`config.mk`:
```
export PLATFORM = sky130hd
export DESIGN_NAME = vp_palette
export DESIGN_NICKNAME = d
export VERILOG_FILES = /design/src/include/vp_defs.svh /design/src/hdl/vp_pkg.sv /design/src/hdl/vp_palette.sv
export SDC_FILE = /design/constraint.sdc
export NUM_CORES = 1
export LEC_CHECK = 0
export BUFFER_PORTS_ARGS = -buffer_cell sky130_fd_sc_hd__buf_2
export CAP_MARGIN = 20
export CORE_MARGIN = 3
export CORE_UTILIZATION = 58
export CTS_BUF_LIST = sky130_fd_sc_hd__clkbuf_8 sky130_fd_sc_hd__clkbuf_16
export CTS_CLUSTER_DIAMETER = 120
export DETAILED_ROUTE_END_ITERATION = 16
export PLACE_DENSITY = 0.82
export SLEW_MARGIN = 20
export SYNTH_ARGS = -nofsm -noshare
export SYNTH_HDL_FRONTEND = slang
export SYNTH_SLANG_ARGS = --single-unit
```
`constraint.sdc`:
```
create_clock -name clk_sys -period 1 [get_ports clk_sys]
set_input_delay 0.15 -clock clk_sys [delete_from_list [all_inputs] [get_ports clk_sys]]
set_output_delay 0.15 -clock clk_sys [all_outputs]
set_load 0.005 [all_outputs]
```
`src/include/vp_defs.svh`:
```
// Width macros shared by port lists of the top level and the ROM
// Include path must point at this folder
`ifndef VP_DEFS_SVH
`define VP_DEFS_SVH

// Data byte of the ROM download and cartridge read ports
`define VP_DATA_W 8

`endif

```
`src/hdl/vp_pkg.sv`:
```
// Shared types, widths and palette of the Videopac glue logic
// Palette index is {r, g, b, luma} as driven by the VDC
package vp_pkg;

	////////////////////
	// Widths
	////////////////////

	// ROM holds up to 16 KiB of cartridge data
	localparam int ROM_AW = 14;
	// Console side cartridge address
	localparam int CART_AW = 12;
	// PS/2 code with extended flag in the top bit
	localparam int SCAN_W = 9;
	// Numpad buttons on the joystick, digits 1..9 then 0
	localparam int NUMPAD_W = 10;

	////////////////////
	// Types
	////////////////////

	// Cartridge size class, decided when a download ends
	typedef enum logic [1:0] {SIZE_2K, SIZE_4K, SIZE_8K, SIZE_12K} size_class_e;

	// System controller states
	typedef enum logic [1:0] {ST_RESET, ST_LOAD, ST_RUN} ctrl_state_e;

	////////////////////
	// Calibrated palette
	////////////////////

	localparam logic [23:0] PALETTE [16] = '{
		24'h000000,
		24'h676767,
		24'h1a37be,
		24'h5c80f6,
		24'h006d07,
		24'h56c469,
		24'h2aaabe,
		24'h77e6eb,
		24'h790000,
		24'hc75151,
		24'h94309f,
		24'hdc84e8,
		24'h77670b,
		24'hc6b86a,
		24'hcecece,
		24'hffffff
	};

endpackage

```
`src/hdl/vp_palette.sv`:
```
// Palette lookup with the G7200 contrast variants
// Contrast 0 and 4 pass the palette through, 1..3 lead with red, 5..7 with blue
// Output updates only on pixel enable cycles, black under core reset
module vp_palette (
	input  logic        clk_sys,
	input  logic        reset,
	input  logic        core_reset_i,
	input  logic        pix_en_i,
	input  logic [3:0]  rgbl_i,
	input  logic [2:0]  contrast_i,
	output logic [23:0] rgb_o
);
	import vp_pkg::*;

	logic [23:0] base;
	logic [7:0]  red;
	logic [7:0]  green;
	logic [7:0]  blue;
	logic [23:0] spliced;

	// Leading channel shifted down by 1, 2 or 4 bits
	// Gaps filled with the top bits of the tail or green channel
	function automatic logic [23:0] splice(input logic [7:0] lead, input logic [7:0] tail,
			input logic [7:0] grn, input logic [1:0] sel);
		case (sel)
			2'd1: splice = {lead[7:1], tail[7], grn[7], lead[7:1], lead[7:1], tail[7]};
			2'd2: splice = {lead[7:2], tail[7:6], grn[7:6], lead[7:2], lead[7:2], tail[7:6]};
			default: splice = {lead[7:4], tail[7:4], grn[7:4], lead[7:4], lead[7:4], tail[7:4]};
		endcase
	endfunction

	assign base  = PALETTE[rgbl_i];
	assign red   = base[23:16];
	assign green = base[15:8];
	assign blue  = base[7:0];

	always_comb begin
		case (contrast_i)
			3'd1: spliced = splice(red, blue, green, 2'd1);
			3'd2: spliced = splice(red, blue, green, 2'd2);
			3'd3: spliced = splice(red, blue, green, 2'd3);
			// Blue leading, mirror order
			3'd5: spliced = splice(blue, red, green, 2'd3);
			3'd6: spliced = splice(blue, red, green, 2'd2);
			3'd7: spliced = splice(blue, red, green, 2'd1);
			default: spliced = base;
		endcase
	end

	always_ff @(posedge clk_sys or posedge reset) begin
		if (reset) begin
			rgb_o <= '0;
		end else if (core_reset_i) begin
			rgb_o <= '0;
		end else if (pix_en_i) begin
			rgb_o <= spliced;
		end
	end

endmodule

```
==> results of run 1 <==
==> cells in the mapped netlist, drive strengths merged (5+ instances only) <==
cell    number
mux2i       16
nor2        31
nor3         6
dfrtp       24
buf         16
o21ai       29
or2          6
a211oi      14
a31oi        5
nand2       38
nor2b        7
clkbuf      17
inv          9
mux2         7
ha           7
a21oi       19
==> metrics by stage <==
stage	setup slack, ps	TNS [ps]
after floorplan	-922	-13590
after global placement	-1020	-18470
after detailed placement	-1080	-20450
after CTS	-614	-9490
==> cell families after synthesis <==
logic type	Yosys count
AOI/OAI and AO/OA	107
and+or+nand+nor	105
buffers and inverters	42
muxes	27
DFF	24
adders and majority gates	7
xor gates and xnor gates	3
==> what timing repair did <==
action	4_1_cts
buffers inserted	10
pin swaps	19
resized for setup	74
hold buffers	1
cloned	0
endpoints found under the hold margin	24
endpoints found under the setup margin	23
==> impl_metrics.env, run 1 <==
export IMPL_avgSynthCellArea_um2=7.77
export IMPL_synthTopCellsByArea="dfrtp_1 (25%), mux2i_1 (6.1%), nand2_1 (5.8%)"
export IMPL_dpl_cell_area_um2=3320
export IMPL_ys_flop_type="dfrtp_1"
export IMPL_synthMuxAreaShare_pct=13.9
export IMPL_clock_sinks=24
export IMPL_start_util_pct=63.5
export IMPL_synth_edf_count=0
export IMPL_worst_ep_kind="register data pin"
export IMPL_place_congestion=1.02
export IMPL_syn_area_um2=2450
export IMPL_yosys_area_share_simple_pct=20.0
export IMPL_rows=22
export IMPL_synth_compound_area_share_pct=29.1
export IMPL_yosys_area_top_type="dfrtp_1"
export IMPL_ioPinCount=35
export IMPL_ys_seq_area_share_pct=24.5
export IMPL_synthXorXnorAreaFrac_pct=1.07
export IMPL_ys_seq_elements=24
export IMPL_grt_max_degree=25
export IMPL_cts_buffers=3
export IMPL_clockRootBuffer="clkbuf_8"
export IMPL_timing_grt_repair_worst_endpoint="rgb_o[13]$_DFFE_PP0P_/D"
export IMPL_io_buffers=34
export IMPL_synth_top_family_by_area="compound AO/OA/AOI/OAI gates"
export IMPL_yosys_warnings=0
export IMPL_dp_cells=464
export IMPL_cts_buffer_depth=2
export IMPL_stop_stage="5_1_grt"
export IMPL_synth_cells=315
export IMPL_synth_fa_ha_area_share_pct=3.58
export IMPL_async_reset_ff_share_pct=100
export IMPL_synth_top_area_share_pct=24.5
export IMPL_status="aborted with a tool error"
export IMPL_die_y_um=71.0
export IMPL_cts_htree_levels=1
export IMPL_hpwl_um=7130
export IMPL_synth_cell_types=58
export IMPL_die_w_um=71.0
export IMPL_syn_num_nets=333
export IMPL_first_error="[ERROR DPL-0038] Utilization greater than 100%, impossible to legalize"
==> inputs of run 2 (changes only) <==
--- a/config.mk
+++ b/config.mk
@@ -8,11 +8,9 @@
 export BUFFER_PORTS_ARGS = -buffer_cell sky130_fd_sc_hd__buf_2
 export CAP_MARGIN = 20
 export CORE_MARGIN = 3
-export CORE_UTILIZATION = 58
-export CTS_BUF_LIST = sky130_fd_sc_hd__clkbuf_8 sky130_fd_sc_hd__clkbuf_16
-export CTS_CLUSTER_DIAMETER = 120
+export CORE_UTILIZATION = 40
 export DETAILED_ROUTE_END_ITERATION = 16
-export PLACE_DENSITY = 0.82
+export PLACE_DENSITY_LB_ADDON = 0.15
 export SLEW_MARGIN = 20
 export SYNTH_ARGS = -nofsm -noshare
 export SYNTH_HDL_FRONTEND = slang
==> run 2 against run 1 <==
- the flow now finishes, with violations (setup timing)
- synthesized cell count unchanged
- area after synthesis unchanged
==> impl_metrics.env, run 2 <==
export IMPL_status="finished, violations left"
export IMPL_violations="setup timing"
export IMPL_tightest_slew_ps=528
export IMPL_cp_cell_sequence="buf_8 -> inv_8 -> ha_4 -> inv_4 -> mux4_2 -> mux2_4 -> a311o_1 -> a31oi_1"
export IMPL_top_regs="rgb_o x24"
export IMPL_top_register="rgb_o"
export IMPL_yosys_warnings=0
export IMPL_yosysMostFrequentCell="nand2_1"
export IMPL_synth_top_area_share_pct=24.5
export IMPL_min_path_type="in -> reg"
export IMPL_dp_cells=487
export IMPL_cts_buffers=3
export IMPL_ys_seq_area_share_pct=24.5
export IMPL_p_leak_nw=1.80
export IMPL_antenna_found_initial=0
export IMPL_layout_common_cells="buf_4 (105), nand2_1 (34), buf_2 (29)"
export IMPL_slew_headroom_pct=64.5
export IMPL_rsz0062_at_grt="true"
export IMPL_drc=0
export IMPL_dpl_cell_area_um2=3340
export IMPL_end_kind="flop"
export IMPL_nets=453
export IMPL_drtIter0Drc=260
export IMPL_worst_slack_ps=-654
export IMPL_start_kind="input port"
export IMPL_clock_skew_ps=0
export IMPL_critPathSlowestCell="mux4_2"
export IMPL_grt_overflow=0
export IMPL_n_antenna_cell=0
export IMPL_ioPinCount=35
export IMPL_cts_htree_levels=1
export IMPL_area_delta_synth_final_pct=60.3
export IMPL_ir_drop_v=0.000537
export IMPL_post_drt_wl_per_cell_um=18.0
export IMPL_grt_pass1_wl_um=14600
export IMPL_final_cell_area_um2=3920
export IMPL_min_period_ps=1650
export IMPL_drive_above_1_share_pct=50.5
export IMPL_start_util_pct=42.9
export IMPL_rows=27
export IMPL_io_buffers=34
export IMPL_grt_pass1_vias=2825
export IMPL_path_buf_inv=3
export IMPL_synth_common_cells="nand2_1 (38), nor2_1 (31), o21ai_0 (27)"
export IMPL_cts_tree="yes"
export IMPL_async_reset_ff_share_pct=100
export IMPL_syn_area_um2=2450
export IMPL_hpwl_um=6960
export IMPL_clock_sinks=24
export IMPL_finalSetupViolations=23
export IMPL_post_route_period_util_pct=165
export IMPL_finalNonFillerCells=506
export IMPL_post_route_util_pct=68.7
export IMPL_slowest_delay_ps=500
export IMPL_synth_edf_count=0
export IMPL_core_um2=5710
export IMPL_vias=2921
export IMPL_avgSynthCellArea_um2=7.77
export IMPL_syn_num_nets=333
export IMPL_grt_usage_pct=25.4
export IMPL_vias_per_cell=5.77
export IMPL_die_w_um=84.2
export IMPL_die_y_um=84.2
export IMPL_die_area_um2=7090
export IMPL_ys_seq_elements=24
export IMPL_fmax_ghz=0.605
export IMPL_crit_fanout=5
export IMPL_synthTopCellsByArea="dfrtp_1 (25%), mux2i_1 (6.1%), nand2_1 (5.8%)"
export IMPL_largest_reg_flops=24
export IMPL_clk_latency_ps=270
export IMPL_hold_viol_final=0
export IMPL_synth_cell_types=58
export IMPL_synth_cells=315
export IMPL_power_w=0.00353
export IMPL_grt_max_degree=21
export IMPL_routed_wl_um=9090
export IMPL_critical_path_top_delay_family="multiplexers"
export IMPL_cts_buffer_depth=2
export IMPL_worstPathRequired_ps=1200
export IMPL_ys_flop_type="dfrtp_1"
export IMPL_crit_arrival_ps=1850
export IMPL_crit_type="in -> reg"
export IMPL_drtPass1Iterations=5
export IMPL_maxCapViolations=0
export IMPL_drv_slew=0
export IMPL_cellPowerDensity_nw_per_um2=899
export IMPL_clockRootBuffer="clkbuf_8"
export IMPL_clk_pin_slew_ps=90
export IMPL_antenna_left=0
export IMPL_layout_commonest_cell="buf_4"
export IMPL_yosys_area_top_type="dfrtp_1"
export IMPL_place_congestion=0.981
[run 2: cell counts after synthesis]
No cell type changed its count.
[run 2: report_power, final]
| group | internal, W | switching, W |
|---|---|---|
| sequential | 0.00105 | 0.0000391 |
| combinational | 0.000874 | 0.000873 |
| clock | 0.000352 | 0.000342 |
| total | 0.00227 | 0.00125 |
[run 2: cell type report]
cell class / instances / area, µm²
timing repair buffer: 148 / 1110
clock buffer: 4 / 55.1
sequential: 24 / 601
inverter: 9 / 51.3
fill: 488 / 1790
multi-input combinational: 249 / 2020
tap: 72 / 90.1
[run 2: tightest hold or removal path, cell delays in order]
cell,delay (ps)
buf_2,120
a311o_1,110
a31oi_1,40
[run 2: path summary, 6_finish.rpt]
check	startpoint	cells past startpoint	endpoint	slack (ps)
hold / removal	core_reset_i	3	rgb_o[10]	180
setup reg to reg	rgb_o[10]	3	rgb_o[10]	60
min in group asynchronous	reset	4	rgb_o[21]	410
max in group asynchronous	reset	4	rgb_o[16]	400
setup / recovery	rgbl_i[1]	8	rgb_o[13]	-650
hold reg to reg	rgb_o[11]	2	rgb_o[11]	470
[run 2: metal layers]
metal,vias up,global-route usage (%),wire length [µm]
li1,1391,-,-
met1,1403,36.4,4240
met2,117,42.0,4260
met3,10,2.06,478
met4,0,5.12,116
met5,-,0,0
[run 2: cells by family (layout without fill, tap and decap cells)]
| logic type | after synthesis | count (layout) | synth area share, % |
|---|---|---|---|
| xor gates and xnor gates | 3 | 3 | 1.07 |
| adders and majority gates | 7 | 7 | 3.58 |
| DFF | 24 | 24 | 24.5 |
| buffers and inverters | 42 | 161 | 7.82 |
| AOI/OAI and AO/OA | 107 | 107 | 29.1 |
| and+or+nand+nor | 105 | 105 | 20.0 |
| muxes | 27 | 27 | 13.9 |
[run 2: repair_timing]
item | in CTS | in global routing
hold buffers | 1 | 0
resized for setup | 79 | 18
endpoints found under the hold margin | 24 | 0
buffers inserted | 10 | 4
endpoints found under the setup margin | 24 | 24
pin swaps | 31 | 18
[run 2: per-stage QoR]
stage	setup slack, ps	hold slack, ps	TNS, ps
4_1_cts	-638	182	-9480
5_1_grt	-667	201	-10470
3_5_place_dp	-1080	156	-20700
6_report	-654	181	-9250
2_1_floorplan	-922	165	-13590
3_3_place_gp	-997	147	-19730
No activity file was read; power rests on OpenSTA's default activity.
