$ cat config.mk
export PLATFORM = sky130hd
export DESIGN_NAME = vp_sys_ctrl
export DESIGN_NICKNAME = d
export VERILOG_FILES = /design/src/include/vp_defs.svh /design/src/hdl/vp_pkg.sv /design/src/hdl/vp_sys_ctrl.sv
export SDC_FILE = /design/constraint.sdc
export NUM_CORES = 1
export LEC_CHECK = 0
export BUFFER_PORTS_ARGS = -buffer_cell sky130_fd_sc_hd__clkbuf_2
export CAP_MARGIN = 25
export CELL_PAD_IN_SITES_DETAIL_PLACEMENT = 0
export CELL_PAD_IN_SITES_GLOBAL_PLACEMENT = 2
export CORE_MARGIN = 8
export CORE_UTILIZATION = 39
export CTS_CLUSTER_DIAMETER = 60
export DETAILED_ROUTE_END_ITERATION = 10
export GPL_TIMING_DRIVEN = 0
export PLACE_DENSITY_LB_ADDON = 0.1
export SLEW_MARGIN = 20
export SYNTH_ARGS = -nofsm -noshare
export SYNTH_HDL_FRONTEND = slang
export SYNTH_SLANG_ARGS = --single-unit
$ cat constraint.sdc
create_clock -name clk_sys -period 2.6 [get_ports clk_sys]
set_input_delay 0.78 -clock clk_sys [delete_from_list [all_inputs] [get_ports clk_sys]]
set_output_delay 0.78 -clock clk_sys [all_outputs]
set_load 0.02 [all_outputs]
$ cat src/include/vp_defs.svh
// Width macros shared by port lists of the top level and the ROM
// Include path must point at this folder
`ifndef VP_DEFS_SVH
`define VP_DEFS_SVH

// Data byte of the ROM download and cartridge read ports
`define VP_DATA_W 8

`endif

$ cat src/hdl/vp_pkg.sv
// Shared types, widths and palette of the Videopac glue logic
// Palette index is {r, g, b, luma} as driven by the VDC
package vp_pkg;

	////////////////////
	// Widths
	////////////////////

	// ROM holds up to 16 KiB of cartridge data
	localparam int ROM_AW = 14;
	// Console side cartridge address
	localparam int CART_AW = 12;
	// PS/2 code with extended flag in the top bit
	localparam int SCAN_W = 9;
	// Numpad buttons on the joystick, digits 1..9 then 0
	localparam int NUMPAD_W = 10;

	////////////////////
	// Types
	////////////////////

	// Cartridge size class, decided when a download ends
	typedef enum logic [1:0] {SIZE_2K, SIZE_4K, SIZE_8K, SIZE_12K} size_class_e;

	// System controller states
	typedef enum logic [1:0] {ST_RESET, ST_LOAD, ST_RUN} ctrl_state_e;

	////////////////////
	// Calibrated palette
	////////////////////

	localparam logic [23:0] PALETTE [16] = '{
		24'h000000,
		24'h676767,
		24'h1a37be,
		24'h5c80f6,
		24'h006d07,
		24'h56c469,
		24'h2aaabe,
		24'h77e6eb,
		24'h790000,
		24'hc75151,
		24'h94309f,
		24'hdc84e8,
		24'h77670b,
		24'hc6b86a,
		24'hcecece,
		24'hffffff
	};

endpackage

$ cat src/hdl/vp_sys_ctrl.sv
// System reset and download tracking
// Write count saturates, so an oversized image falls back to SIZE_2K
// sys_reset_o follows dl_active_i one cycle late, plus one cycle per pal_i change
module vp_sys_ctrl (
	input  logic                clk_sys,
	input  logic                reset,
	input  logic                pal_i,
	input  logic                dl_active_i,
	input  logic                dl_wr_i,
	input  logic                dl_xrom_i,
	output logic                sys_reset_o,
	output logic                core_reset_o,
	output vp_pkg::size_class_e size_class_o,
	output logic                xrom_o
);
	import vp_pkg::*;

	// Two spare bits above the largest image size
	localparam int CNT_W = ROM_AW + 2;

	ctrl_state_e      state;
	logic             pal_q;
	logic             dl_active_q;
	logic [CNT_W-1:0] wr_count;
	logic             dl_rise;
	logic             dl_fall;
	logic             pal_change;

	// Exact image sizes only, anything else runs as a 2K cartridge
	function automatic size_class_e classify(input logic [CNT_W-1:0] n);
		case (n)
			CNT_W'(2 ** CART_AW): classify = SIZE_4K;
			CNT_W'(2 ** (CART_AW + 1)): classify = SIZE_8K;
			CNT_W'(2 ** ROM_AW): classify = SIZE_12K;
			default: classify = SIZE_2K;
		endcase
	endfunction

	assign dl_rise    = dl_active_i & ~dl_active_q;
	assign dl_fall    = ~dl_active_i & dl_active_q;
	assign pal_change = pal_i ^ pal_q;

	// Core held while not running or while the system reset is up
	assign core_reset_o = sys_reset_o | (state != ST_RUN);

	always_ff @(posedge clk_sys or posedge reset) begin
		if (reset) begin
			state        <= ST_RESET;
			pal_q        <= 1'b0;
			dl_active_q  <= 1'b0;
			sys_reset_o  <= 1'b0;
			wr_count     <= '0;
			size_class_o <= SIZE_2K;
			xrom_o       <= 1'b0;
		end else begin
			pal_q       <= pal_i;
			dl_active_q <= dl_active_i;
			// Standard change also retimes the clock enables
			sys_reset_o <= dl_active_i | pal_change;

			case (state)
				ST_RESET: state <= dl_active_i ? ST_LOAD : ST_RUN;
				ST_RUN: if (dl_rise) state <= ST_LOAD;
				ST_LOAD: begin
					if (dl_fall) begin
						state        <= ST_RUN;
						size_class_o <= classify(wr_count);
					end
				end
				default: state <= ST_RESET;
			endcase

			// New image restarts the count, first write may land on the same edge
			if (dl_rise) begin
				wr_count <= CNT_W'(dl_wr_i);
				xrom_o   <= dl_xrom_i;
			end else if (dl_active_i && dl_wr_i && !(&wr_count)) begin
				wr_count <= wr_count + CNT_W'(1);
			end
		end
	end

endmodule

Word level (Yosys, flattened, before mapping)

Cells that the tools add are included.

Output and inout port bits: 5
Bits of input ports: 6
Logic and storage cells: 38
Register bits after elaboration: 24

Multiplexer cells: 7
Add/subtract/negate cells: 1
Equal/unequal tests: 8
Reduce and logical (&&, ||, !) cells: 8
Bitwise gates (word level): 7

Operators by type and width:

| operator                | number |
|---|---|
| $mux W16                | 2 |
| $add A16 B1 Y16 const B | 1 |
| $eq A16 B13 Y1 const B  | 1 |
| $eq A16 B14 Y1 const B  | 1 |
| $eq A16 B15 Y1 const B  | 1 |
| $reduce_and A16 Y1      | 1 |
| $pmux W2 S3             | 2 |
| $mux W2                 | 3 |
| $ne A2 B2 Y1 const B    | 3 |
| $reduce_and A2 Y1       | 2 |
| $and A1 B1 Y1           | 2 |
| $eq A2 B1 Y1 const B    | 1 |
| $eq A2 B2 Y1 const B    | 1 |
| $logic_and A1 B1 Y1     | 2 |
| $logic_not A2 Y1        | 1 |
| $not A1 Y1              | 2 |
| $or A1 B1 Y1            | 2 |
| $reduce_bool A2 Y1      | 1 |
| $logic_not A1 Y1        | 1 |
| $xor A1 B1 Y1           | 1 |

Depth between registers and ports, before layout

Word-level depth: 5
Mapped depth: 6
Depth with buffers taken out: 5

Least setup slack after synthesis

Ideal clock, no wire load.

Path kind: in2reg
From: input port dl_wr_i
To: register wr_count[10]
Setup time: 0.078 ns
Stages on the path: 5
Arrival: 1.708 ns
Slack: 0.815 ns
Path buffers: 1
Required time: 2.522 ns
Path through: and2_1 clkbuf_1 nand3_1 or4_1 a21oi_1

Longest elaborated chain between the ends: 3

RTL lines:

| what                                | line              | RTL |
|---|---|---|
| start, declared                     | vp_sys_ctrl.sv:9  | `input logic dl_wr_i,` |
| $logic_and A1 B1 Y1 (2 in a row)    | vp_sys_ctrl.sv:77 | `end else if (dl_active_i && dl_wr_i && !(&wr_count)) begin` |
| $reduce_bool A2 Y1 (no source line) | n/a               |  |
| end signal, assigned                | vp_sys_ctrl.sv:75 | `wr_count <= CNT_W'(dl_wr_i);` |
| end signal, assigned                | vp_sys_ctrl.sv:78 | `wr_count <= wr_count + CNT_W'(1);` |
| end, declared                       | vp_sys_ctrl.sv:24 | `logic [CNT_W-1:0] wr_count;` |

No other way between the ends.
A chain may end at the register's enable or synchronous reset.

Worst setup path in the final report

From: register state[0]
To: output port core_reset_o

Longest elaborated chain between the ends: 2

RTL lines:

| what                   | line              | RTL |
|---|---|---|
| start, declared        | vp_sys_ctrl.sv:21 | `ctrl_state_e state;` |
| start signal, assigned | vp_sys_ctrl.sv:62 | `ST_RESET: state <= dl_active_i ? ST_LOAD : ST_RUN;` |
| $ne A2 B2 Y1           | vp_sys_ctrl.sv:44 | `assign core_reset_o = sys_reset_o \| (state != ST_RUN);` |
| $or A1 B1 Y1           | vp_sys_ctrl.sv:44 |  |
| end, declared          | vp_sys_ctrl.sv:12 | `output logic core_reset_o,` |

No other way between the ends.

==> results.json <==
{
  "status": "complete, no violations",
  "busiest_layer": "met2",
  "critical_path_arrival_ps": 1400,
  "grt_util_met1": 0.170,
  "htree_num_levels": 1,
  "synth.net_count": 168,
  "cts_hold_buffers": 0,
  "ant_nets": 0,
  "fin_area_mm2": 0.00159,
  "num_io_pins": 11,
  "globalRouteMet3Util": 0.0259,
  "hold_path.class": "in2async",
  "core_mm2": 0.00358,
  "clockRootBuffer": "clkbuf_4",
  "gr-usage-met2": 0.212,
  "portBuffers": 10,
  "peakVddDrop_v": 0.000179,
  "die_h_um": 76.5,
  "start_kind": "flop",
  "clock_path_buffers": 2,
  "final_max_slew_viol_count": 0,
  "routed_wl_um": 3700,
  "critPathCaptureType": "output port",
  "hold_violations": 0,
  "vias": 1268,
  "ctsResizeCount": 0,
  "grt_usage": 0.131,
  "synth-seq-cells": 24,
  "synthAdderAreaFrac": 0.0175,
  "initial_core_util": 0.399,
  "dr.pass1.iters": 4,
  "worst-path-max-fanout": 5,
  "dieArea_mm2": 0.00585,
  "synth_cells": 160,
  "vias_per_cell": 5.69,
  "grt_max_degree": 25,
  "layout.nets": 184,
  "cts_setup_buffers": 0,
  "synth_edf_count": 0,
  "drc": 0,
  "worst_slew_pin_slew_ps": 700,
  "place_congestion": 0.787,
  "synth_top_family_by_area": "simple AND/OR/NAND/NOR gates",
  "synthToLayoutAreaGrowth_pct": 11.3,
  "relSlewSlack": 0.530,
  "grt_pass1_vias": 1307,
  "cts.sinks": 24,
  "yosysWarnings": 0,
  "cts_tree": "done",
  "cts_made_buffers": 3,
  "synth-simple-area-share": 0.311,
  "syn_area_mm2": 0.00143,
  "synth_xor_xnor_area_share": 0.0184,
  "dpl_cell_area_mm2": 0.00154,
  "rows": 22,
  "cp_data_required_time_ps": 1820,
  "synthFlopType": "dfrtp_1",
  "min_period_ps": 2180,
  "clk_latency_ps": 320,
  "chipWidth_um": 76.5,
  "p_leak_nw": 0.644,
  "skew_ps": 2.02,
  "synth.avg_cell_area_um2": 8.91,
  "max_freq_mhz": 459,
  "rsz0062_at_grt": "no",
  "grt_overflow": 0,
  "r2r_setup_slack_ps": 460,
  "layout-drive-gt1-share": 0.137,
  "synthDistinctLibCells": 41,
  "power.density_mw_per_mm2": 498,
  "cts.clk_slew.worst_paths_ps": 140,
  "finalSetupTns_ps": 0,
  "grt_pass1_wl_um": 6350,
  "wire_per_inst_um": 16.6,
  "synthMuxAreaShare": 0.00702,
  "ys_seq_area_frac": 0.421,
  "synth_compound_area_frac": 0.175,
  "setup_viol": 0,
  "finalCritPeriodShare": 0.838,
  "maxCapViolations": 0,
  "critPathKind": "reg2out",
  "async_flop_share": 1.00,
  "dpl.hpwl_um": 2680,
  "antenna_cells": 0,
  "drt_iter0_drc": 89,
  "antenna_found_initial": 0,
  "fill_cells": 378
}
==> stage by stage <==
stage / instances / total power, mW / util / hold slack [ps] / worst slack, ps
global route: 223 / 0.840 / 0.444 / 360 / 218
floorplan: 160 / 0.542 / - / 457 / 815
finish: 223 / 0.791 / 0.444 / 351 / 422
CTS: 222 / 0.797 / 0.440 / 506 / 420
detailed placement: 218 / 0.592 / 0.429 / 468 / 400
global placement: 218 / 0.585 / 0.429 / 459 / 402
==> worst max-delay path, stage by stage, from the launching register on <==
cell	delay, ps
dfrtp_1	450
or3b_2	470
clkbuf_2	170
==> Yosys cell counts, types with 2 or more instances <==
cell type	n	area share
a21o_1	2	0.011
a21oi_1	6	0.021
a31o_2	2	0.012
a31oi_1	5	0.022
a41o_1	2	0.014
and2_1	2	0.0088
and3_1	3	0.013
and4_1	2	0.012
buf_2	2	0.0070
clkbuf_1	7	0.018
clkbuf_2	2	0.0070
dfrtp_1	24	0.42
ha_1	2	0.018
inv_1	6	0.016
nand2_1	18	0.047
nand2b_1	6	0.026
nand3_1	12	0.042
nand4_1	9	0.039
nand4b_1	2	0.012
nor2_1	4	0.011
nor2b_1	2	0.0088
nor4_1	4	0.018
o211ai_1	2	0.011
o311ai_0	2	0.012
o31ai_1	9	0.047
or4_1	6	0.032
xnor2_1	3	0.018
==> worst paths after layout <==
check                                        start                      end  depth (start not counted)
setup / recovery              state[0]$_DFFE_PP0P_             core_reset_o                          2
hold / removal                               reset    sys_reset_o$_DFF_PP0_                          2
setup reg to reg           wr_count[1]$_DFFE_PP0P_  wr_count[6]$_DFFE_PP0P_                          6
hold reg to reg                 xrom_o$_DFFE_PP0P_       xrom_o$_DFFE_PP0P_                          2
max in group asynchronous                    reset  wr_count[6]$_DFFE_PP0P_                          3
min in group clk_sys            xrom_o$_DFFE_PP0P_       xrom_o$_DFFE_PP0P_                          2
==> cell usage in the layout (no fill, tap or decap), types with 3 or more instances in the layout <==
cell type	n
and3_1	3
nor4_1	4
or4_1	6
a31oi_1	5
inv_1	5
clkbuf_1	7
o31ai_1	9
nand2_1	18
xnor2_1	3
nand4_1	9
dfrtp_1	24
nand2b_1	6
nor2_1	4
clkbuf_4	3
clkbuf_2	12
a21oi_1	6
nand3_1	12
==> registers in the layout, summed over array words and instances, names as in the netlist <==
register	cells
wr_count	16
pal_q	1
xrom_o	1
size_class_o	2
state	2
sys_reset_o	1
dl_active_q	1
==> metal layers <==
layer | vias to the layer above | wire length, um
li1 | 633 | -
met1 | 604 | 1790
met2 | 27 | 1750
met3 | 4 | 108
met4 | 0 | 44
met5 | - | 0
==> final cells by class <==
cell class,count,area (um2),share of cell area
multi-input combinational,118,753,0.474
sequential,24,601,0.378
timing repair buffer,11,65.1,0.0410
tap,48,60.1,0.0378
buffer,12,50.0,0.0315
clock buffer,4,36.3,0.0229
inverter,6,22.5,0.0142
==> power by group <==
group	internal (mW)	switching, mW
Clock	0.0856	0.120
Combinational	0.0589	0.0889
Sequential	0.405	0.0323
Total	0.549	0.241
==> cell families after synthesis <==
kind of cell	Yosys count
simple gates	77
compound gates	35
flops	24
buf+inv	18
xor+xnor	3
fa+ha+maj	2
mux	1
Power figures use the tool's default switching activity.
