**src/include/vp_defs.svh**
```systemverilog
// Width macros shared by port lists of the top level and the ROM
// Include path must point at this folder
`ifndef VP_DEFS_SVH
`define VP_DEFS_SVH

// Data byte of the ROM download and cartridge read ports
`define VP_DATA_W 8

`endif

```
**src/hdl/vp_clk_enables.sv**
```systemverilog
// CPU and pixel clock enables from clk_sys
// Divisors swap with pal_i on the fly, a shorter divisor wraps at once
// First pulse comes DIV cycles after core_reset_i drops
module vp_clk_enables #(
	parameter int CPU_DIV_NTSC = 8,
	parameter int CPU_DIV_PAL  = 12,
	parameter int PIX_DIV_NTSC = 6,
	parameter int PIX_DIV_PAL  = 10
) (
	input  logic clk_sys,
	input  logic reset,
	input  logic core_reset_i,
	input  logic pal_i,
	output logic cpu_en_o,
	output logic pix_en_o
);
	// Counters sized for the larger divisor of each pair
	localparam int CPU_MAX = (CPU_DIV_PAL > CPU_DIV_NTSC) ? CPU_DIV_PAL : CPU_DIV_NTSC;
	localparam int PIX_MAX = (PIX_DIV_PAL > PIX_DIV_NTSC) ? PIX_DIV_PAL : PIX_DIV_NTSC;
	localparam int CPU_W   = $clog2(CPU_MAX);
	localparam int PIX_W   = $clog2(PIX_MAX);

	logic [CPU_W-1:0] cpu_cnt;
	logic [CPU_W-1:0] cpu_last;
	logic [PIX_W-1:0] pix_cnt;
	logic [PIX_W-1:0] pix_last;

	// Terminal count per standard
	assign cpu_last = pal_i ? CPU_W'(CPU_DIV_PAL - 1) : CPU_W'(CPU_DIV_NTSC - 1);
	assign pix_last = pal_i ? PIX_W'(PIX_DIV_PAL - 1) : PIX_W'(PIX_DIV_NTSC - 1);

	always_ff @(posedge clk_sys or posedge reset) begin
		if (reset) begin
			cpu_cnt  <= '0;
			pix_cnt  <= '0;
			cpu_en_o <= 1'b0;
			pix_en_o <= 1'b0;
		end else if (core_reset_i) begin
			cpu_cnt  <= '0;
			pix_cnt  <= '0;
			cpu_en_o <= 1'b0;
			pix_en_o <= 1'b0;
		end else begin
			// Pulse on wrap
			cpu_en_o <= (cpu_cnt >= cpu_last);
			cpu_cnt  <= (cpu_cnt >= cpu_last) ? '0 : cpu_cnt + CPU_W'(1);
			pix_en_o <= (pix_cnt >= pix_last);
			pix_cnt  <= (pix_cnt >= pix_last) ? '0 : pix_cnt + PIX_W'(1);
		end
	end

endmodule

```
**config.mk**
```make
export PLATFORM = sky130hd
export DESIGN_NAME = vp_clk_enables
export DESIGN_NICKNAME = d
export VERILOG_FILES = /design/src/include/vp_defs.svh /design/src/hdl/vp_clk_enables.sv
export SDC_FILE = /design/constraint.sdc
export NUM_CORES = 1
export LEC_CHECK = 0
export ABC_AREA = 0
export BUFFER_PORTS_ARGS = -buffer_cell sky130_fd_sc_hd__buf_2
export CORE_AREA = 3 3 40 42
export DETAILED_ROUTE_END_ITERATION = 8
export DIE_AREA = 0 0 43 45
export GPL_TIMING_DRIVEN = 0
export HOLD_SLACK_MARGIN = 0.12
export PLACE_DENSITY_LB_ADDON = 0.25
export REMOVE_ABC_BUFFERS = 1
export SKIP_CTS_REPAIR_TIMING = 1
export SLEW_MARGIN = 20
export SYNTH_ARGS = -nofsm -noshare
export SYNTH_HDL_FRONTEND = slang
export SYNTH_SLANG_ARGS = --single-unit
```
**constraint.sdc**
```tcl
create_clock -name clk_sys -period 2.7 [get_ports clk_sys]
set_input_delay 0.27 -clock clk_sys [delete_from_list [all_inputs] [get_ports clk_sys]]
set_output_delay 0.27 -clock clk_sys [all_outputs]
set_load 0.005 [all_outputs]
```
# Yosys cells after proc, flatten, opt, wreduce, memory -nomap -nowiden
# Index checks and enable logic that the tools add are counted.
dict set report word_totals {
  reg_bits 10
  in_bits 4
  out_inout_bits 2
  wordCells 16
}
dict set report op_classes {
  addsub 2
  n_lt_le_gt_ge 2
  n_mux 8
}
# op n
set ops {}
lappend ops {{$mux W4} 6}
lappend ops {{$add A4 B1 Y4 const B} 2}
lappend ops {{$ge A4 B4 Y1} 2}
lappend ops {{$mux W1} 2}

# Longest topological paths before layout
# Gate-level depths: netlist of the first run.
dict set report depth {
  word_depth 4
  depth_mapped 5
  ltp_nobuf 5
}

# Worst setup path before layout of the first run
# No wires, ideal clock.
dict set report synth_path {
  kind {reg-to-reg}
  startpoint {register cpu_cnt[2]}
  endpoint {register cpu_cnt[2]}
  setup_time_ps 72
  arrival_ps 1245
  t_required_ps 2628
  path_slack_ps 1383
  path_stages_with_launch 5
  n_path_buf 0
  synth_period_minus_slack_ps 1317
  path_cell_list {dfrtp_1 ha_1 a21o_1 a211o_1 nor2_1}
}
dict set report synth_between {
  elab_chain_len 3
}
# item line_no
set synth_rtl {}
lappend synth_rtl {{from (decl)} vp_clk_enables.sv:23} ;# logic [CPU_W-1:0] cpu_cnt;
lappend synth_rtl {{from (signal assigned)} vp_clk_enables.sv:46} ;# cpu_cnt <= (cpu_cnt >= cpu_last) ? '0 : cpu_cnt + CPU_W'(1);
lappend synth_rtl {{$add A4 B1 Y4 / $ge A4 B4 Y1 (equally long branches)} vp_clk_enables.sv:46}
lappend synth_rtl {{$mux W4 *} vp_clk_enables.sv:46}
lappend synth_rtl {{$mux W4 *} vp_clk_enables.sv:38} ;# end else if (core_reset_i) begin
# Mark *: on every way between the ends. The rest lies on a longest branch, timed or not.

# Worst setup path in the final report of the first run
# Same ends and word-level chain as after synthesis.

==> results of run 1 <==
-- flip-flops by register name, indices dropped and copies added, names as in the netlist --
register  count
cpu_cnt       4
cpu_en_o      1
pix_cnt       4
pix_en_o      1
-- critical path, cell delays in order, from the launching register on --
cell and delay [ns]:
dfrtp_1 0.41, ha_1 0.28, a21o_1 0.19, a211o_1 0.34, nor2_1 0.12
-- per-layer routing --
layer	global-route usage, %	up-vias	share of wire, %
met4	10.84	0	1.5
met5	0	-	0
met3	4.781	2	5.2
met2	13.17	7	45
li1	-	172	-
met1	12.22	149	48
-- metrics by stage --
stage	cell area (µm²)	setup slack [ns]	hold slack [ns]
floorplan	503.0	1.383	0.1102
global placement	546.8	1.315	0.2739
detailed placement	546.8	1.319	0.2781
CTS	583.1	1.284	-0.03794
global route	593.1	1.249	0.2574
finish	593.1	1.295	0.2539
-- Yosys cell counts, types with 2 or more instances --
| cell type | number |
|---|---|
| a21oi_1 | 2 |
| inv_1 | 5 |
| nor2_1 | 5 |
| nor3_1 | 3 |
| ha_1 | 8 |
| nand3_1 | 2 |
| nor2b_1 | 2 |
| xor2_1 | 2 |
| dfrtp_1 | 10 |
| xnor2_1 | 2 |
-- final cells by class --
type | instances | area [µm²] | area share [%]
well taps | 15 | 18.77 | 3.165
inverters | 5 | 18.77 | 3.165
multi-input cells | 31 | 234.0 | 39.45
clock buffers | 4 | 36.28 | 6.118
repair buffers | 6 | 35.03 | 5.907
flip-flops and latches | 10 | 250.2 | 42.19
-- power groups by stage --
stage          Combinational [W]  Clock (W)  Sequential [W]
5_1_grt                0.0000549   0.000155        0.000172
3_5_place_dp           0.0000462          0        0.000173
3_3_place_gp           0.0000451          0        0.000173
2_1_floorplan          0.0000341          0        0.000172
6_report               0.0000463   0.000139        0.000170
4_1_cts                0.0000466   0.000144        0.000171
-- worst min path at each step --
stage                  to          from
3_5_place_dp     pix_en_o         reset
3_3_place_gp     pix_en_o         reset
4_1_cts          pix_en_o         reset
5_1_grt        pix_cnt[2]  core_reset_i
2_1_floorplan  cpu_cnt[0]         reset
6_report         pix_en_o  core_reset_i
-- cells by family (layout without fill, tap and decap cells) --
kind of cell | after synthesis | after routing | synth area share [%]
AND/OR/NAND/NOR | 14 | 14 | 13.43
buffers and inverters | 5 | 15 | 3.732
XOR/XNOR | 4 | 4 | 6.966
adder cells (fa/ha/maj) | 8 | 8 | 19.90
flip-flops | 10 | 10 | 49.75
AO/OA/AOI/OAI | 5 | 5 | 6.219
==> qor.txt, run 1 <==
outcome = finished clean
RSZ-0062 raised after global routing = no
via count = 330
clk buf depth = 2
Finished Layout Cells = 71
CP Max Fanout = 4
dpl hpwl = 546.4 µm
Avg WL per Cell = 11.07 µm
number of synthesized flops with an enable pin = 0
worst hold path class = primary input to flop
most frequent cells in the layout = dfrtp_1 (10), ha_1 (8), inv_1 (5), nor2_1 (5), buf_2 (5)
Worst setup endpoint = cpu_cnt[2]
Seq/Total Area, Yosys = 49.75%
Final setup viols = 0
Cell Int Power = 0.0002650 W
CTS Buf Count = 3
Fill cells = 127
dominant cells by area after synthesis = dfrtp_1 (50%), ha_1 (20%), inv_1 (3.7%)
pin count of the biggest net entering global routing = 11
TNS Setup = 0 ns
Pwr Total = 0.0003559 W
Slew headroom = 75.00%
sequential power share = 47.9%
Synth Flop Type = dfrtp_1
synthesized instance count = 46
Final min period = 1.405 ns
clock share of power = 39.1%
root buf cell = clkbuf_4
syn_area_per_cell = 10.93 µm²
Worst Max-Slew Pin Slew = 0.3745 ns
layout cells sized above 1 = 16.07%
Initial DRC Count = 1
initial antenna violation count = 0
Tcrit/Tclk final = 52.03%
clock-pin slew on the worst setup and hold paths = 0.07 ns
row cnt = 13
R2R Path End = cpu_cnt[2]
LEAKAGE = 0.3229 nW
critical path capture point type = flop
WL final = 786 µm
Peak VDD IR = 0.2785 mV
number of I/O port buffers = 5
fin util = 46.15%
DRT Pass-1 Iters = 2
# clock sinks = 10
antenna viol nets, final = 0
critical path type = flop to flop
Final Wtd Congestion = 0.6952
worst skew pair latency = 0.27 ns
initial core utilization = 39.14%
Mapped Area = 503.0 µm²
Final Hold Fails = 0
most common cell after layout, fill and taps aside = dfrtp_1
switching share of total power = 25.53%
synth unique cells = 15
n_diodes = 0
total track usage = 10.36%
Synth async-reset ratio = 100.0%
dpl cells = 66
P per Cell Area = 600.1 nW/µm²
Logic pwr share = 13.0%
Area Growth Syn to Fin = 17.91%
FF-to-FF Start = cpu_cnt[2]
Ys Warns = 0
Max Cap Viol = 0
CTS tree = done
R2R depth = 4
crit path launch type = flop
net switching power = 0.00009086 W
Slew Viols, Final = 0
number of I/O pins = 6
Seq cells post-synth = 10
Nets = 69
Yosys top cell area share = 49.75%
Worst Path Arrival = 1.61 ns
largest area contributor in the netlist = dfrtp_1
hold path depth = 2
H-tree depth = 1
DIE HEIGHT = 45 µm
final clock skew = 0.005023 ns
first-pass GRT wire length = 1.338 mm
Via density = 4.648
die width = 43 µm
vias in the first global route = 318
drt drc = 0
crit path from = cpu_cnt[2]
Core ar. = 1285 µm²
CP Data Required Time = 2.90 ns
die area = 1935 µm²
flop2flop setup slack = 1.30 ns
grt ovf = 0
Highest Clock Rate = 711.9 MHz
(Power assumes the default switching activity.)
==> run 2: changes to the inputs <==
Clock period 2.7 ns to 1.2 ns, I/O delays scaled along.
==> run 2 against run 1 <==
The flow now finishes with violations (negative setup slack). Combinational power grew to 3.6 times the previous value. Non-clock buffer count grew 3. Die area is the same. Sequential share of layout area shrank 6.1 points. Maximum frequency grew 7.9%. Worst hold slack lost 0.12 ns. Final area grew 17%. Clock-buffer cell count is the same. Sequential cell count is the same. Register-to-register slack lost 1.4 ns.
==> qor.txt, run 2 (synthesis gave the netlist of run 1 again) <==
outcome = finished with violations
failing checks = negative setup slack
LEAKAGE = 0.3550 nW
H-tree depth = 1
via count = 354
Highest Clock Rate = 768.2 MHz
Final Wtd Congestion = 0.6952
Final Hold Fails = 0
DP Area = 546.8 µm²
worst skew pair latency = 0.26 ns
layout cells sized above 1 = 38.98%
antenna viol nets, final = 0
Via density = 4.784
Tcrit/Tclk final = 108.5%
clk buf depth = 2
critical path type = flop to flop
Slew Viols, Final = 0
Core ar. = 1285 µm²
number of I/O port buffers = 5
CTS tree = done
area occupied by multi-input gates = 311.5 µm²
Storage cell area = 250.2 µm²
CP Max Fanout = 4
top flop regs = cpu_cnt: 4 flops, pix_cnt: 4 flops
number of I/O pins = 6
CP Data Required Time = 1.40 ns
n_diodes = 0
crit path launch type = flop
Max Cap Viol = 0
hold slack = 0.1387 ns
worst hold path class = primary input to flop
Worst Path Arrival = 1.50 ns
initial core utilization = 39.14%
Final setup viols = 6
grt ovf = 0
# clock sinks = 10
Peak VDD IR = 0.6304 mV
row cnt = 13
dpl hpwl = 546.4 µm
RSZ-0062 raised after global routing = yes
Slew headroom = 74.56%
P per Cell Area = 1230 nW/µm²
die width = 43 µm
Worst Max-Slew Pin Slew = 0.3812 ns
vias in the first global route = 318
critical path capture point type = flop
first-pass GRT wire length = 1.338 mm
drt drc = 0
total track usage = 10.36%
WL final = 873 µm
CTS Buf Count = 3
Fill cells = 112
Final Cell Area = 693.2 µm²
initial antenna violation count = 0
pin count of the biggest net entering global routing = 11
clock-pin slew on the worst setup and hold paths = 0.07 ns
Initial DRC Count = 1
worst setup margin = -0.1017 ns
DIE HEIGHT = 45 µm
DRT Pass-1 Iters = 2
final clock skew = 0.001910 ns
Avg WL per Cell = 11.80 µm
root buf cell = clkbuf_4
most frequent cells in the layout = dfrtp_1 (10), inv_1 (5), nor2_1 (5), ha_1 (5), buf_2 (5)
Final min period = 1.302 ns
die area = 1935 µm²
Area Growth Syn to Fin = 37.81%
Nets = 72
most common cell after layout, fill and taps aside = dfrtp_1
TNS Setup = -0.4381 ns
-- run 2: final timing paths --
kind | from | end | slack, ns | cells after the start
max | cpu_cnt[2] | cpu_cnt[1] | -0.10 | 4
min | core_reset_i | pix_en_o | 0.14 | 2
max reg2reg | cpu_cnt[2] | cpu_cnt[1] | -0.10 | 4
min reg2reg | cpu_cnt[0] | cpu_cnt[0] | 0.45 | 1
max in group asynchronous | reset | cpu_en_o | 0.56 | 3
min in group asynchronous | reset | cpu_cnt[3] | 0.37 | 3
-- run 2: power breakdown --
group          switching (W)  total, W  internal, W
combinational      0.0000823  0.000165    0.0000825
clock               0.000121  0.000305     0.000184
sequential         0.0000196  0.000382     0.000363
total               0.000223  0.000852     0.000630
-- run 2: final cells by class --
| cell class | instances | area share, % |
|---|---|---|
| multi-input cells | 31 | 44.95 |
| flip-flops and latches | 10 | 36.10 |
| repair buffers | 9 | 8.303 |
| clock buffers | 4 | 5.235 |
| inverters | 5 | 2.708 |
| well taps | 15 | 2.708 |
-- run 2: worst max-delay path, stage by stage (launching register included) --
cell	delay [ns]
dfrtp_1	0.38
ha_1	0.27
a21o_1	0.17
a211o_1	0.31
nor2_1	0.12
-- run 2: layer usage --
metal / vias to the layer above / share of wire [%] / global-route usage (%)
met3: 2 / 4.1 / 4.781
met5: - / 0 / 0
met1: 168 / 48 / 12.22
met4: 0 / 1.4 / 10.84
met2: 7 / 46 / 13.17
li1: 177 / - / -
-- run 2: metrics by stage --
stage	setup WS (ns)	instances	util (%)	total power (W)
floorplan	-0.1165	46	-	0.0004632
global placement	-0.1753	66	42.55	0.0004912
detailed placement	-0.1781	66	42.55	0.0004938
CTS	-0.2162	70	45.37	0.0008126
global route	-0.1691	74	53.94	0.0009161
finish	-0.1017	74	53.94	0.0008524
==> run 3: changes to the inputs <==
Settings changed: PLACE_DENSITY set to 0.56, PLACE_DENSITY_LB_ADDON 0.25 to unset.
Clock period 1.2 ns to 1.1 ns, I/O delays scaled along.
==> run 3 against run 2 <==
The run still ends with negative setup slack left. Register-to-register slack worse by 0.09 ns. Final area up 3.2%. Clock-buffer cell count unchanged. Worst hold slack worse by 0.0031 ns. Final cell count up 4.1%. First-iteration DRC count rose to 6.0 times the previous value. Sequential share of layout area down 1.1 points. Total power up 11%. Setup slack worse by 0.092 ns. Global-route usage down 1.3 points. Core utilization up 1.8 points.
==> qor.txt, run 3 (synthesis gave the netlist of run 1 again) <==
outcome = finished with violations
failing checks = negative setup slack
Area Growth Syn to Fin = 42.29%
die width = 43 µm
initial core utilization = 39.14%
P per Cell Area = 1325 nW/µm²
Final Hold Fails = 0
number of I/O port buffers = 5
Final setup viols = 10
vias in the first global route = 314
crit path from = cpu_cnt[2]
layout cells sized above 1 = 43.55%
Cell Int Power = 0.0007058 W
CP Data Required Time = 1.30 ns
worst skew pair latency = 0.26 ns
Final min period = 1.294 ns
CTS tree = done
clock-pin slew on the worst setup and hold paths = 0.07 ns
worst hold path class = primary input to flop
dpl cells = 66
FF-to-FF Start = cpu_cnt[2]
sequential power share = 44.0%
clock share of power = 34.5%
Hold Path Origin = core_reset_i
Via density = 4.831
CP Max Fanout = 4
worst setup margin = -0.1939 ns
number of I/O pins = 6
Core ar. = 1285 µm²
Initial DRC Count = 6
total track usage = 9.060%
most common cell after layout, fill and taps aside = dfrtp_1
critical path type = flop to flop
net switching power = 0.0002424 W
row cnt = 13
Peak VDD IR = 0.8288 mV
grt ovf = 0
Avg WL per Cell = 10.91 µm
switching share of total power = 25.56%
crit path launch type = flop
Highest Clock Rate = 772.9 MHz
Worst Max-Slew Pin Slew = 0.3836 ns
antenna viol nets, final = 0
# clock sinks = 10
root buf cell = clkbuf_4
H-tree depth = 1
DIE HEIGHT = 45 µm
first-pass GRT wire length = 1.255 mm
WL final = 840 µm
LEAKAGE = 0.3673 nW
Slew Viols, Final = 0
Logic pwr share = 21.5%
clk buf depth = 2
final clock skew = 0.0004734 ns
DP Worst Slack = -0.2902 ns
DRT Pass-1 Iters = 4
n_diodes = 0
drt drc = 0
die area = 1935 µm²
Worst Path Arrival = 1.49 ns
pin count of the biggest net entering global routing = 11
Nets = 75
via count = 372
Finished Layout Cells = 77
Slew headroom = 74.40%
RSZ-0062 raised after global routing = yes
initial antenna violation count = 0
CTS Buf Count = 3
Final Wtd Congestion = 0.6664
flop2flop setup slack = -0.19 ns
critical path capture point type = flop
most frequent cells in the layout = dfrtp_1 (10), buf_4 (6), inv_1 (5), nor2_1 (5), buf_2 (5)
Tcrit/Tclk final = 117.6%
top flop regs = cpu_cnt: 4 flops, pix_cnt: 4 flops
Max Cap Viol = 0
run 3: final timing paths:
check	to	cells after the start
setup / recovery	cpu_cnt[1]	4
hold / removal	pix_cnt[2]	2
setup reg to reg	cpu_cnt[1]	4
hold reg to reg	cpu_cnt[0]	1
max in group asynchronous	cpu_cnt[3]	3
min in group asynchronous	pix_en_o	3
run 3: worst max-delay path, cell delays in order (launching register included):
cell,delay (ns)
dfrtp_1,0.38
ha_1,0.27
a21o_1,0.17
a211o_1,0.30
nor2_1,0.11
run 3: per-stage QoR:
stage          util [%]  hold slack (ns)  TNS [ns]  instance area [µm²]  power [W]
5_1_grt           55.70           0.1191    -1.782                715.7   0.001010
2_1_floorplan         -         -0.04982    -1.164                503.0  0.0005053
3_3_place_gp      42.55           0.1076    -2.265                546.8  0.0005387
3_5_place_dp      42.55           0.1047    -2.370                546.8  0.0005427
6_report          55.70           0.1356    -1.250                715.7  0.0009482
4_1_cts           45.37          -0.1842    -2.539                583.1  0.0008724
run 3: final cells by class:
type                            count  area, µm²
Clock buffer                        4      36.28
Fill cell                         113      569.3
Inverter                            5      18.77
Multi-Input combinational cell     31      311.5
Sequential cell                    10      250.2
Tap cell                           15      18.77
Timing Repair Buffer               12      80.08
run 3: layer usage:
metal | up-vias | share of wire, % | GRT usage (%)
met3 | 0 | 4.3 | 4.781
met2 | 7 | 48 | 14.67
li1 | 184 | - | -
met5 | - | 0 | 0
met4 | 0 | 0 | 3.614
met1 | 181 | 48 | 10.13
run 3: power by group through the flow:
stage                     Clock, W  Sequential (W)  Combinational (W)
after global placement           0        0.000426           0.000113
after floorplan                  0        0.000422          0.0000836
after global routing      0.000363        0.000421           0.000226
after detailed placement         0        0.000428           0.000115
after CTS                 0.000336        0.000421           0.000115
final                     0.000328        0.000417           0.000204
